[config.mk]
export PLATFORM = sky130hd
export DESIGN_NAME = axi_id_remap_top
export DESIGN_NICKNAME = d
export VERILOG_FILES = /design/src/common/remap_pkg.sv /design/src/hw/ax_remap_channel.sv /design/src/hw/axi_id_remap_top.sv /design/src/hw/id_remap_table/id_remap_table.sv
export VERILOG_INCLUDE_DIRS = /design/src /design/src/common
export SDC_FILE = /design/constraint.sdc
export NUM_CORES = 1
export LEC_CHECK = 0
export BUFFER_PORTS_ARGS = -buffer_cell sky130_fd_sc_hd__buf_2
export CELL_PAD_IN_SITES_DETAIL_PLACEMENT = 0
export CELL_PAD_IN_SITES_GLOBAL_PLACEMENT = 1
export CORE_ASPECT_RATIO = 1.4
export CORE_UTILIZATION = 34
export DETAILED_ROUTE_END_ITERATION = 16
export HOLD_SLACK_MARGIN = 0.02
export PLACE_DENSITY = 0.84
export SLEW_MARGIN = 0
export SYNTH_ARGS = -nofsm -noshare
export SYNTH_HDL_FRONTEND = slang
export SYNTH_HIERARCHICAL = 1
export SYNTH_SLANG_ARGS = --single-unit
[constraint.sdc]
create_clock -name clk_i -period 4.7 [get_ports clk_i]
set_input_delay 0.235 -clock clk_i [delete_from_list [all_inputs] [get_ports clk_i]]
set_output_delay 0.235 -clock clk_i [all_outputs]
set_load 0.01 [all_outputs]
[src/common/remap_macros.svh]
// Sizing macros for the AXI ID remapper, included by the package, the remap table and the testbench.
`ifndef REMAP_MACROS_SVH
`define REMAP_MACROS_SVH

// Slave-side IDs are wide and sparsely used, master-side IDs are narrow and dense.
`define REMAP_SLV_ID_W      8
`define REMAP_MST_ID_W      3

// Number of remap table entries, which bounds the distinct IDs in flight per direction.
`define REMAP_MAX_UNIQ_IDS  4
// Number of transactions that one slave ID may have in flight at once.
`define REMAP_MAX_TXNS      3

// Payload field widths.
`define REMAP_ADDR_W        32
`define REMAP_DATA_W        32
`define REMAP_LEN_W         8
`define REMAP_RESP_W        2

// Derived widths. The master ID width must be at least the index width.
`define REMAP_IDX_W         ($clog2(`REMAP_MAX_UNIQ_IDS))
`define REMAP_CNT_W         ($clog2(`REMAP_MAX_TXNS + 1))

`endif

[src/common/remap_pkg.sv]
// Shared types of the AXI ID remapper, imported by every RTL module and by the testbench.
`include "remap_macros.svh"

package remap_pkg;

  // Plain vectors for the widths that carry a meaning.
  typedef logic [`REMAP_SLV_ID_W-1:0] slv_id_t;
  typedef logic [`REMAP_MST_ID_W-1:0] mst_id_t;
  typedef logic [`REMAP_IDX_W-1:0]    idx_t;
  typedef logic [`REMAP_CNT_W-1:0]    cnt_t;
  typedef logic [`REMAP_ADDR_W-1:0]   addr_t;
  typedef logic [`REMAP_DATA_W-1:0]   data_t;
  typedef logic [`REMAP_LEN_W-1:0]    len_t;
  typedef logic [`REMAP_RESP_W-1:0]   resp_t;

  // Address request, used for both AR and AW. The len field is the beat count minus one.
  typedef struct packed {
    slv_id_t id;
    addr_t   addr;
    len_t    len;
  } ax_slv_t;

  typedef struct packed {
    mst_id_t id;
    addr_t   addr;
    len_t    len;
  } ax_mst_t;

  // Read data beat.
  typedef struct packed {
    slv_id_t id;
    data_t   data;
    resp_t   resp;
    logic    last;
  } r_slv_t;

  typedef struct packed {
    mst_id_t id;
    data_t   data;
    resp_t   resp;
    logic    last;
  } r_mst_t;

  // Write response.
  typedef struct packed {
    slv_id_t id;
    resp_t   resp;
  } b_slv_t;

  typedef struct packed {
    mst_id_t id;
    resp_t   resp;
  } b_mst_t;

  // One remap table entry. A zero counter marks the entry as free.
  typedef struct packed {
    slv_id_t id;
    cnt_t    cnt;
  } entry_t;

  // Request controller state.
  typedef enum logic {
    ST_READY,
    ST_HOLD
  } hold_state_e;

endpackage

[src/hw/ax_remap_channel.sv]
// Request controller for one direction: admits and remaps AR or AW requests, restores response IDs.
`timescale 1ns/100ps

module ax_remap_channel
  import remap_pkg::*;
#(
  // Set for reads, where an entry is released on the last R beat only.
  parameter bit HasLast = 1'b1
) (
  input  logic    clk_i,
  input  logic    rst_n_i,
  // Upstream request.
  input  ax_slv_t slv_ax_i,
  input  logic    slv_ax_valid_i,
  output logic    slv_ax_ready_o,
  // Downstream request.
  output ax_mst_t mst_ax_o,
  output logic    mst_ax_valid_o,
  input  logic    mst_ax_ready_i,
  // Response ID path. The rest of the response goes around this block.
  input  mst_id_t mst_rsp_id_i,
  input  logic    mst_rsp_valid_i,
  input  logic    rsp_last_i,
  input  logic    slv_rsp_ready_i,
  output slv_id_t slv_rsp_id_o
);

  hold_state_e state_q;
  hold_state_e state_d;

  // Index of a request waiting for the downstream ready.
  idx_t hold_idx_q;

  logic    tbl_free;
  idx_t    tbl_free_idx;
  logic    tbl_exists;
  idx_t    tbl_exists_idx;
  logic    tbl_exists_full;
  logic    admit;
  logic    push;
  idx_t    new_idx;
  idx_t    out_idx;
  logic    pop;

  // A known ID may go ahead while below its limit.
  // A new ID needs a free entry.
  assign admit   = tbl_exists ? !tbl_exists_full : tbl_free;
  // Reusing the index of a known ID keeps same-ID ordering downstream.
  assign new_idx = tbl_exists ? tbl_exists_idx : tbl_free_idx;

  always_comb begin
    state_d        = state_q;
    push           = 1'b0;
    out_idx        = new_idx;
    mst_ax_valid_o = 1'b0;
    slv_ax_ready_o = 1'b0;
    unique case (state_q)
      ST_READY: begin
        // The table entry is claimed in the cycle the request goes out.
        if (slv_ax_valid_i && admit) begin
          push           = 1'b1;
          mst_ax_valid_o = 1'b1;
          slv_ax_ready_o = mst_ax_ready_i;
          if (!mst_ax_ready_i) begin
            state_d = ST_HOLD;
          end
        end
      end
      ST_HOLD: begin
        // Already pushed, so only the registered index is replayed.
        out_idx        = hold_idx_q;
        mst_ax_valid_o = 1'b1;
        slv_ax_ready_o = mst_ax_ready_i;
        if (mst_ax_ready_i) begin
          state_d = ST_READY;
        end
      end
      default: begin
        state_d = ST_READY;
      end
    endcase
  end

  always_ff @(posedge clk_i) begin
    if (!rst_n_i) begin
      state_q <= ST_READY;
    end else begin
      state_q <= state_d;
    end
  end

  always_ff @(posedge clk_i) begin
    if (push && !mst_ax_ready_i) begin
      hold_idx_q <= new_idx;
    end
  end

  // Upper master ID bits stay zero.
  assign mst_ax_o.id   = mst_id_t'(out_idx);
  assign mst_ax_o.addr = slv_ax_i.addr;
  assign mst_ax_o.len  = slv_ax_i.len;

  // Write responses release on every B, reads wait for the final beat.
  assign pop = mst_rsp_valid_i && slv_rsp_ready_i && (rsp_last_i || !HasLast);

  id_remap_table u_table (
    .clk_i           (clk_i),
    .rst_n_i         (rst_n_i),
    .push_i          (push),
    .push_slv_id_i   (slv_ax_i.id),
    .push_idx_i      (new_idx),
    .free_o          (tbl_free),
    .free_idx_o      (tbl_free_idx),
    .lookup_slv_id_i (slv_ax_i.id),
    .exists_o        (tbl_exists),
    .exists_idx_o    (tbl_exists_idx),
    .exists_full_o   (tbl_exists_full),
    .pop_i           (pop),
    .pop_idx_i       (idx_t'(mst_rsp_id_i)),
    .pop_slv_id_o    (slv_rsp_id_o)
  );

  // A stalled request stays on the bus unchanged until it is taken.
  assert property (@(posedge clk_i) disable iff (!rst_n_i)
    mst_ax_valid_o && !mst_ax_ready_i |=> mst_ax_valid_o && $stable(mst_ax_o))
    else $error("Held request dropped valid or changed its payload.");

endmodule

[src/hw/axi_id_remap_top.sv]
// Top level of the AXI ID remapper: one read and one write controller wired to the bus ports.
`timescale 1ns/100ps

module axi_id_remap_top
  import remap_pkg::*;
(
  input  logic    clk_i,
  input  logic    rst_n_i,
  // Slave side requests.
  input  ax_slv_t slv_ar_i,
  input  logic    slv_ar_valid_i,
  output logic    slv_ar_ready_o,
  input  ax_slv_t slv_aw_i,
  input  logic    slv_aw_valid_i,
  output logic    slv_aw_ready_o,
  // Slave side responses.
  output r_slv_t  slv_r_o,
  output logic    slv_r_valid_o,
  input  logic    slv_r_ready_i,
  output b_slv_t  slv_b_o,
  output logic    slv_b_valid_o,
  input  logic    slv_b_ready_i,
  // Master side requests.
  output ax_mst_t mst_ar_o,
  output logic    mst_ar_valid_o,
  input  logic    mst_ar_ready_i,
  output ax_mst_t mst_aw_o,
  output logic    mst_aw_valid_o,
  input  logic    mst_aw_ready_i,
  // Master side responses.
  input  r_mst_t  mst_r_i,
  input  logic    mst_r_valid_i,
  output logic    mst_r_ready_o,
  input  b_mst_t  mst_b_i,
  input  logic    mst_b_valid_i,
  output logic    mst_b_ready_o
);

  slv_id_t rd_slv_id;
  slv_id_t wr_slv_id;

  // Read direction. Entries are released on the last R beat.
  ax_remap_channel #(
    .HasLast (1'b1)
  ) u_rd (
    .clk_i           (clk_i),
    .rst_n_i         (rst_n_i),
    .slv_ax_i        (slv_ar_i),
    .slv_ax_valid_i  (slv_ar_valid_i),
    .slv_ax_ready_o  (slv_ar_ready_o),
    .mst_ax_o        (mst_ar_o),
    .mst_ax_valid_o  (mst_ar_valid_o),
    .mst_ax_ready_i  (mst_ar_ready_i),
    .mst_rsp_id_i    (mst_r_i.id),
    .mst_rsp_valid_i (mst_r_valid_i),
    .rsp_last_i      (mst_r_i.last),
    .slv_rsp_ready_i (slv_r_ready_i),
    .slv_rsp_id_o    (rd_slv_id)
  );

  // Write direction. Every B releases its entry, so last is tied high.
  ax_remap_channel #(
    .HasLast (1'b0)
  ) u_wr (
    .clk_i           (clk_i),
    .rst_n_i         (rst_n_i),
    .slv_ax_i        (slv_aw_i),
    .slv_ax_valid_i  (slv_aw_valid_i),
    .slv_ax_ready_o  (slv_aw_ready_o),
    .mst_ax_o        (mst_aw_o),
    .mst_ax_valid_o  (mst_aw_valid_o),
    .mst_ax_ready_i  (mst_aw_ready_i),
    .mst_rsp_id_i    (mst_b_i.id),
    .mst_rsp_valid_i (mst_b_valid_i),
    .rsp_last_i      (1'b1),
    .slv_rsp_ready_i (slv_b_ready_i),
    .slv_rsp_id_o    (wr_slv_id)
  );

  // Responses pass through with only the ID swapped back.
  assign slv_r_o       = '{id: rd_slv_id, data: mst_r_i.data, resp: mst_r_i.resp,
                           last: mst_r_i.last};
  assign slv_r_valid_o = mst_r_valid_i;
  assign mst_r_ready_o = slv_r_ready_i;

  assign slv_b_o       = '{id: wr_slv_id, resp: mst_b_i.resp};
  assign slv_b_valid_o = mst_b_valid_i;
  assign mst_b_ready_o = slv_b_ready_i;

endmodule

[src/hw/id_remap_table/id_remap_table.sv]
// Table of in-flight slave IDs for one direction, with a free-entry search and an ID lookup.
`timescale 1ns/100ps
`include "remap_macros.svh"

module id_remap_table
  import remap_pkg::*;
(
  input  logic    clk_i,
  input  logic    rst_n_i,
  // Allocation side, driven by the request controller.
  input  logic    push_i,
  input  slv_id_t push_slv_id_i,
  input  idx_t    push_idx_i,
  output logic    free_o,
  output idx_t    free_idx_o,
  // Lookup of the slave ID of the pending request.
  input  slv_id_t lookup_slv_id_i,
  output logic    exists_o,
  output idx_t    exists_idx_o,
  output logic    exists_full_o,
  // Release side, driven by the response path.
  input  logic    pop_i,
  input  idx_t    pop_idx_i,
  output slv_id_t pop_slv_id_o
);

  localparam int unsigned NumEntries = `REMAP_MAX_UNIQ_IDS;
  localparam cnt_t        MaxCnt     = cnt_t'(`REMAP_MAX_TXNS);

  // The table is indexed by the master-side index.
  // Each entry stores the slave ID it serves and its in-flight count.
  entry_t [NumEntries-1:0] table_q;
  entry_t [NumEntries-1:0] table_d;

  logic [NumEntries-1:0] free_vec;
  logic [NumEntries-1:0] match_vec;

  // An entry is free when nothing is in flight on it.
  // It matches when it is busy and holds the looked-up ID.
  always_comb begin
    for (int i = 0; i < NumEntries; i++) begin
      free_vec[i]  = (table_q[i].cnt == '0);
      match_vec[i] = !free_vec[i] && (table_q[i].id == lookup_slv_id_i);
    end
  end

  // Lowest free entry. The loop runs downwards so the lowest hit is the one left standing.
  always_comb begin
    free_o     = 1'b0;
    free_idx_o = '0;
    for (int i = NumEntries - 1; i >= 0; i--) begin
      if (free_vec[i]) begin
        free_o     = 1'b1;
        free_idx_o = idx_t'(i);
      end
    end
  end

  // Entry that already serves the looked-up ID.
  // At most one can match, so the scan order does not matter here.
  always_comb begin
    exists_o     = 1'b0;
    exists_idx_o = '0;
    for (int i = NumEntries - 1; i >= 0; i--) begin
      if (match_vec[i]) begin
        exists_o     = 1'b1;
        exists_idx_o = idx_t'(i);
      end
    end
  end

  // The limit flag is only meaningful together with exists_o.
  assign exists_full_o = (table_q[exists_idx_o].cnt == MaxCnt);

  // Response IDs map straight back through the stored slave ID.
  assign pop_slv_id_o = table_q[pop_idx_i].id;

  // Push and pop may hit the same entry in one cycle.
  // The pop is applied on top of the push, so the count then stays unchanged.
  always_comb begin
    table_d = table_q;
    if (push_i) begin
      table_d[push_idx_i].id  = push_slv_id_i;
      table_d[push_idx_i].cnt = table_q[push_idx_i].cnt + cnt_t'(1);
    end
    if (pop_i) begin
      table_d[pop_idx_i].cnt = table_d[pop_idx_i].cnt - cnt_t'(1);
    end
  end

  // Only the counters are cleared.
  // A stored ID is ignored while its counter is zero.
  always_ff @(posedge clk_i) begin
    for (int i = 0; i < NumEntries; i++) begin
      table_q[i].id <= table_d[i].id;
      if (!rst_n_i) begin
        table_q[i].cnt <= '0;
      end else begin
        table_q[i].cnt <= table_d[i].cnt;
      end
    end
  end

  // The controller must only release entries that have something in flight.
  assert property (@(posedge clk_i) disable iff (!rst_n_i)
    pop_i |-> table_q[pop_idx_i].cnt != '0)
    else $error("Pop of an entry with no transaction in flight.");

  // The controller must respect the limit and must not reuse a busy entry for another ID.
  assert property (@(posedge clk_i) disable iff (!rst_n_i)
    push_i |-> (table_q[push_idx_i].cnt < MaxCnt) &&
               ((table_q[push_idx_i].cnt == '0) || (table_q[push_idx_i].id == push_slv_id_i)))
    else $error("Push beyond the per-ID limit or into an entry of another ID.");

  // ID independence: one slave ID never occupies two entries.
  assert property (@(posedge clk_i) disable iff (!rst_n_i) $onehot0(match_vec))
    else $error("Slave ID found in more than one table entry.");

endmodule

==> results of run 1 <==
==> final cells by class <==
| type | count | area, µm² | area share, % |
|---|---|---|---|
| Tap cell | 203 | 254 | 4.46 |
| Inverter | 8 | 30.0 | 0.527 |
| Clock inverter | 6 | 85.1 | 1.49 |
| Timing Repair Buffer | 63 | 325 | 5.71 |
| Multi-Input combinational cell | 294 | 2370 | 41.6 |
| Clock buffer | 10 | 229 | 4.02 |
| Sequential cell | 86 | 2400 | 42.2 |
==> power by group through the flow <==
| stage | combinational, mW | sequential, mW | clock (mW) |
|---|---|---|---|
| after floorplan | 0.480 | 0.979 | 0 |
| after global placement | 0.516 | 0.989 | 0 |
| after detailed placement | 0.525 | 0.996 | 0 |
| after CTS | 0.530 | 0.980 | 0.773 |
| after global routing | 0.569 | 0.991 | 0.799 |
| final | 0.527 | 0.981 | 0.758 |
==> worst max-delay path: stages, from the launching register on <==
cell      delay [ns]
edfxtp_1        0.41
xnor2_1         0.18
nand3_1         0.14
or4_1           0.56
mux2_1          0.25
a211oi_2        0.05
and2_0          0.27
nor4_1          0.83
nand4_1         0.24
xor2_1          0.23
mux4_2          0.55
or3_1           0.39
nand3_1         0.08
==> through the flow <==
step / cells / hold slack [ns] / power (mW)
final: 670 / 0.188 / 2.27
after global routing: 670 / 0.192 / 2.36
after CTS: 670 / 0.175 / 2.28
after detailed placement: 654 / 0.470 / 1.52
after global placement: 654 / 0.470 / 1.50
after floorplan: 531 / 0.334 / 1.46
==> final timing paths <==
kind	startpoint	end	slack (ns)	cells after the start
setup reg to reg	flip-flop	u_wr/u_table/table_q[21]	0.46	12
hold reg to reg	u_wr/state_q	u_wr/state_q	0.55	2
hold / removal	slv_aw_valid_i	u_wr/state_q	0.19	3
setup / recovery	flip-flop	u_wr/u_table/table_q[21]	0.46	12
==> layout by cell type (no fill, tap or decap), types with 10 or more instances in the layout <==
master and count:
nand2_1 25, xor2_1 17, buf_2 59, and2_1 10
nand4_1 16, nor3_1 14, mux4_2 18, edfxtp_1 68
dfxtp_1 18, xnor2_1 78, nor2_1 29
==> metal layers <==
metal,global-route usage (%),vias to the layer above
met5,2.32,-
met4,6.98,2
met3,8.99,43
met2,26.3,205
met1,15.9,1700
li1,-,1602
==> run metrics, run 1 <==
Switch Pwr 644 µW; # fillers 1629; hold_buf cts 0; vias in the first global route 3669; initial drt markers 143; WP data arrival 4.52 ns; Final TNS setup 0 ns; pre-CTS WS 0.539 ns; GRT overflow 0; port bufs 59; antenna viol nets, final 0; syn_area_per_cell 10.9 µm²; Die Width 112 µm; Final period util 90.2%; Max-slew headroom 29.4%; worst slew pin tran 1.05 ns; full die area 17600 µm²; PostCTS Resize Cnt 0; status completed; clk buf depth 2; I/O pin count 296; initial antenna violation count 0; WL/cell 20.8 µm; synthesis-to-layout area growth -1.87%; fin worst setup slack 0.462 ns; GRT Resource Usage Total 15.8%; drt via density 5.30; first-pass GRT wire length 20500 µm; Hold Vio Cnt, Final 0; core area 16700 µm²; Synth warnings 6; H-Tree Depth 3; DR top layer met5; vias 3552; CTS Sinks 86; Detail Placement HPWL 10500 µm; Max-Cap Viols 0; syn nets 680; Final Setup Violations 0; min-delay worst type primary input to flip-flop; fmax 0.236 GHz; design area 5700 µm²; Tmin final 4.24 ns; routability cong. 0.862; Critical Path End Type flip-flop; switch share 28.4%; critical path required time 4.98 ns; DRT met1 WL 5110 µm; max-slew violation count 0; layout cells sized above 1 23.6%; Final nets 611; clock network fraction of design power 33.5%; total leakage power 1.96 nW; Flop pwr share 43.3%; Setup Buffers After CTS 0; Power Dens Cells 398 nW/µm²; routed wire length 13900 µm; CTS tree done; metal2 WL 6720 µm; RSZ-0062 raised after global routing no; largest net degree at the start of global routing 25; Inserted Clock Buffers 9; Worst-Skew Late Latency 0.34 ns; Clock Tree Root clkbuf_16; Post-Syn Area 5810 µm²; DR pass1 iterations 4; Comb pwr share 23.3%; CP Launch Type flip-flop; number of diodes 0; met3 routed WL 1620 µm; Crit Path Category flip-flop to flip-flop; worst vdd ir 0.284 mV; placed inst area 5390 µm²; fin util 34.0%; DRC violations left 0; CP Max Fanout 8; CTS clock-pin slew for the worst setup and hold paths 0.07 ns; Die H 157 µm; final worst clock skew 0.00687 ns; Post-Syn Instances 531; row count 56; initial core utilization 34.7%; Pint 1.62 mW
Power figures use the tool's default switching activity.
==> inputs of run 2 (changes only) <==
--- a/config.mk
+++ b/config.mk
@@ -10,10 +10,10 @@
 export CELL_PAD_IN_SITES_DETAIL_PLACEMENT = 0
 export CELL_PAD_IN_SITES_GLOBAL_PLACEMENT = 1
 export CORE_ASPECT_RATIO = 1.4
-export CORE_UTILIZATION = 34
+export CORE_UTILIZATION = 31
 export DETAILED_ROUTE_END_ITERATION = 16
 export HOLD_SLACK_MARGIN = 0.02
-export PLACE_DENSITY = 0.84
+export PLACE_DENSITY = 0.81
 export SLEW_MARGIN = 0
 export SYNTH_ARGS = -nofsm -noshare
 export SYNTH_HDL_FRONTEND = slang
==> constraint.sdc (replaced) <==
create_clock -name clk_i -period 3.55 [get_ports clk_i]
set_input_delay 0.1775 -clock clk_i [delete_from_list [all_inputs] [get_ports clk_i]]
set_output_delay 0.1775 -clock clk_i [all_outputs]
set_load 0.01 [all_outputs]
==> run metrics, run 2 (synthesis gave the netlist of run 1 again) <==
row count 58 (was 56); Hold EP u_rd/state_q (was u_wr/state_q); Hold Startpoint slv_ar_valid_i (was slv_aw_valid_i); full die area 19300 µm² (was 17600 µm²); met2 Resource Use GR 25.2% (was 26.3%); CP Launch Type flip-flop (unchanged); GRT overflow 0 (unchanged); first-pass GRT wire length 21100 µm (was 20500 µm); GRT Resource Usage Total 14.3% (was 15.8%); worst vdd ir 0.442 mV (was 0.284 mV); worst slew pin tran 0.479 ns (was 1.05 ns); CP Max Fanout 7 (was 8); CTS tree done (unchanged); Hold Path Stages 3 (unchanged); DR pass1 iterations 4 (unchanged); Worst Reg-to-Reg Cells 12 (unchanged); initial core utilization 32.0% (was 34.7%); pre-CTS WS -0.164 ns (was 0.539 ns); routed wire length 13900 µm (about the same); Final Setup Violations 0 (unchanged); Critical Path End Type flip-flop (unchanged); fin worst setup slack 0.0463 ns (was 0.462 ns); initial antenna violation count 0 (unchanged); status completed (unchanged); layout cells sized above 1 34.5% (was 23.6%); vias 3765 (was 3552); busiest layer in global routing met2 (unchanged); final hold slack 0.124 ns (was 0.188 ns); RSZ-0062 raised after global routing yes (was no); Final period util 98.7% (was 90.2%); WP data arrival 3.74 ns (was 4.52 ns); Detail Placement HPWL 10400 µm (was 10500 µm); Worst-Skew Late Latency 0.35 ns (was 0.34 ns); antenna viol nets, final 0 (unchanged); Die Width 118 µm (was 112 µm); CTS clock-pin slew for the worst setup and hold paths 0.06 ns (was 0.07 ns); final worst clock skew 0.00617 ns (was 0.00687 ns); Die H 164 µm (was 157 µm); Inst Count DP 712 (was 654); min-delay worst type primary input to flip-flop (unchanged); Power Dens Cells 491 nW/µm² (was 398 nW/µm²); core area 18100 µm² (was 16700 µm²); total leakage power 2.19 nW (was 1.96 nW); I/O pin count 296 (unchanged); Inserted Clock Buffers 9 (unchanged); largest net degree at the start of global routing 25 (unchanged); fmax 0.285 GHz (was 0.236 GHz); vias in the first global route 4035 (was 3669); critical path required time 3.79 ns (was 4.98 ns); most common cell after layout, fill and taps aside edfxtp_1 (was xnor2_1); Max-Cap Viols 0 (unchanged); Tmin final 3.50 ns (was 4.24 ns); number of diodes 0 (unchanged); H-Tree Depth 3 (unchanged); max-slew violation count 0 (unchanged); GR met1 Demand/Resource 13.5% (was 15.9%); port bufs 59 (unchanged); routability cong. 0.863 (was 0.862); WL/cell 18.9 µm (was 20.8 µm); CTS Sinks 86 (unchanged); synthesis-to-layout area growth 6.14% (was -1.87%); Finished Layout Cells 738 (was 670); DRC violations left 0 (unchanged); Final nets 642 (was 611); Crit Path Category flip-flop to flip-flop (unchanged); Max-slew headroom 67.2% (was 29.4%); fin util 34.0% (about the same); initial drt markers 191 (was 143); commonest non-fill, non-tap cells in the layout edfxtp_1 (68), xnor2_1 (67), buf_2 (59) (was xnor2_1 (78), edfxtp_1 (68), buf_2 (59)); drt via density 5.10 (was 5.30); FF-to-FF End u_wr/u_table/table_q[11] (was u_wr/u_table/table_q[21]); clk buf depth 2 (unchanged); Hold Vio Cnt, Final 0 (unchanged); FF-to-FF setup slack 0.05 ns (was 0.46 ns); Clock Tree Root clkbuf_16 (unchanged); met3 usage 7.05% (was 8.99%)
-- run 2: power breakdown --
group          internal [mW]  leakage, nW  switching [mW]  total (mW)
registers               1.22        0.771          0.0834        1.30
clock network          0.548        0.144           0.406       0.953
logic                  0.363         1.27           0.410       0.773
total                   2.13         2.19           0.899        3.03
-- run 2: metal layers --
metal / share of wire (%) / vias up
li1: - / 1664
met1: 35 / 1798
met2: 50 / 222
met3: 10 / 81
met4: 4.7 / 0
met5: 0 / -
-- run 2: area by class of cell --
cell class	count	area, µm²
Inverter	8	30.0
Fill cell	1796	12000
Clock inverter	7	72.6
Tap cell	240	300
Timing Repair Buffer	94	558
Multi-Input combinational cell	294	2580
Sequential cell	86	2400
Clock buffer	9	225
-- run 2: per-stage QoR --
step / power [mW] / TNS (ns) / area [µm²]
CTS: 3.03 / 0 / 6010
global placement: 2.02 / -0.188 / 5610
floorplan: 1.94 / 0 / 5830
detailed placement: 2.05 / -1.01 / 5610
finish: 3.03 / 0 / 6160
global route: 3.16 / -0.594 / 6160
-- run 2: repair_timing --
item                                   CTS  global route
pin swaps                                8            15
hold buffers                             0             0
buffers inserted                         4             9
gates cloned                             0             0
endpoints found under the hold margin    0             0
gates resized for setup                 14            17
setup endpoints to repair                8             8
-- run 2: worst max-delay path by stage --
stage,start,to,cells after the start
finish,flip-flop,u_wr/u_table/table_q[11],12
CTS,flip-flop,u_rd/u_table/table_q[11],13
detailed placement,flip-flop,u_rd/u_table/table_q[11],13
global route,flip-flop,u_wr/u_table/table_q[11],12
floorplan,flip-flop,u_wr/u_table/table_q[11],12
global placement,flip-flop,u_wr/u_table/table_q[31],13
-- run 2: worst max-delay path: stages (launching register included) --
cell	delay [ns]
edfxtp_1	0.42
xnor2_1	0.17
nand3_1	0.15
or4_4	0.55
mux2_4	0.23
a211oi_2	0.03
and2_4	0.16
nor4_4	0.36
nand4b_1	0.18
xor2_1	0.19
mux4_2	0.54
xor2_2	0.18
o211a_1	0.23
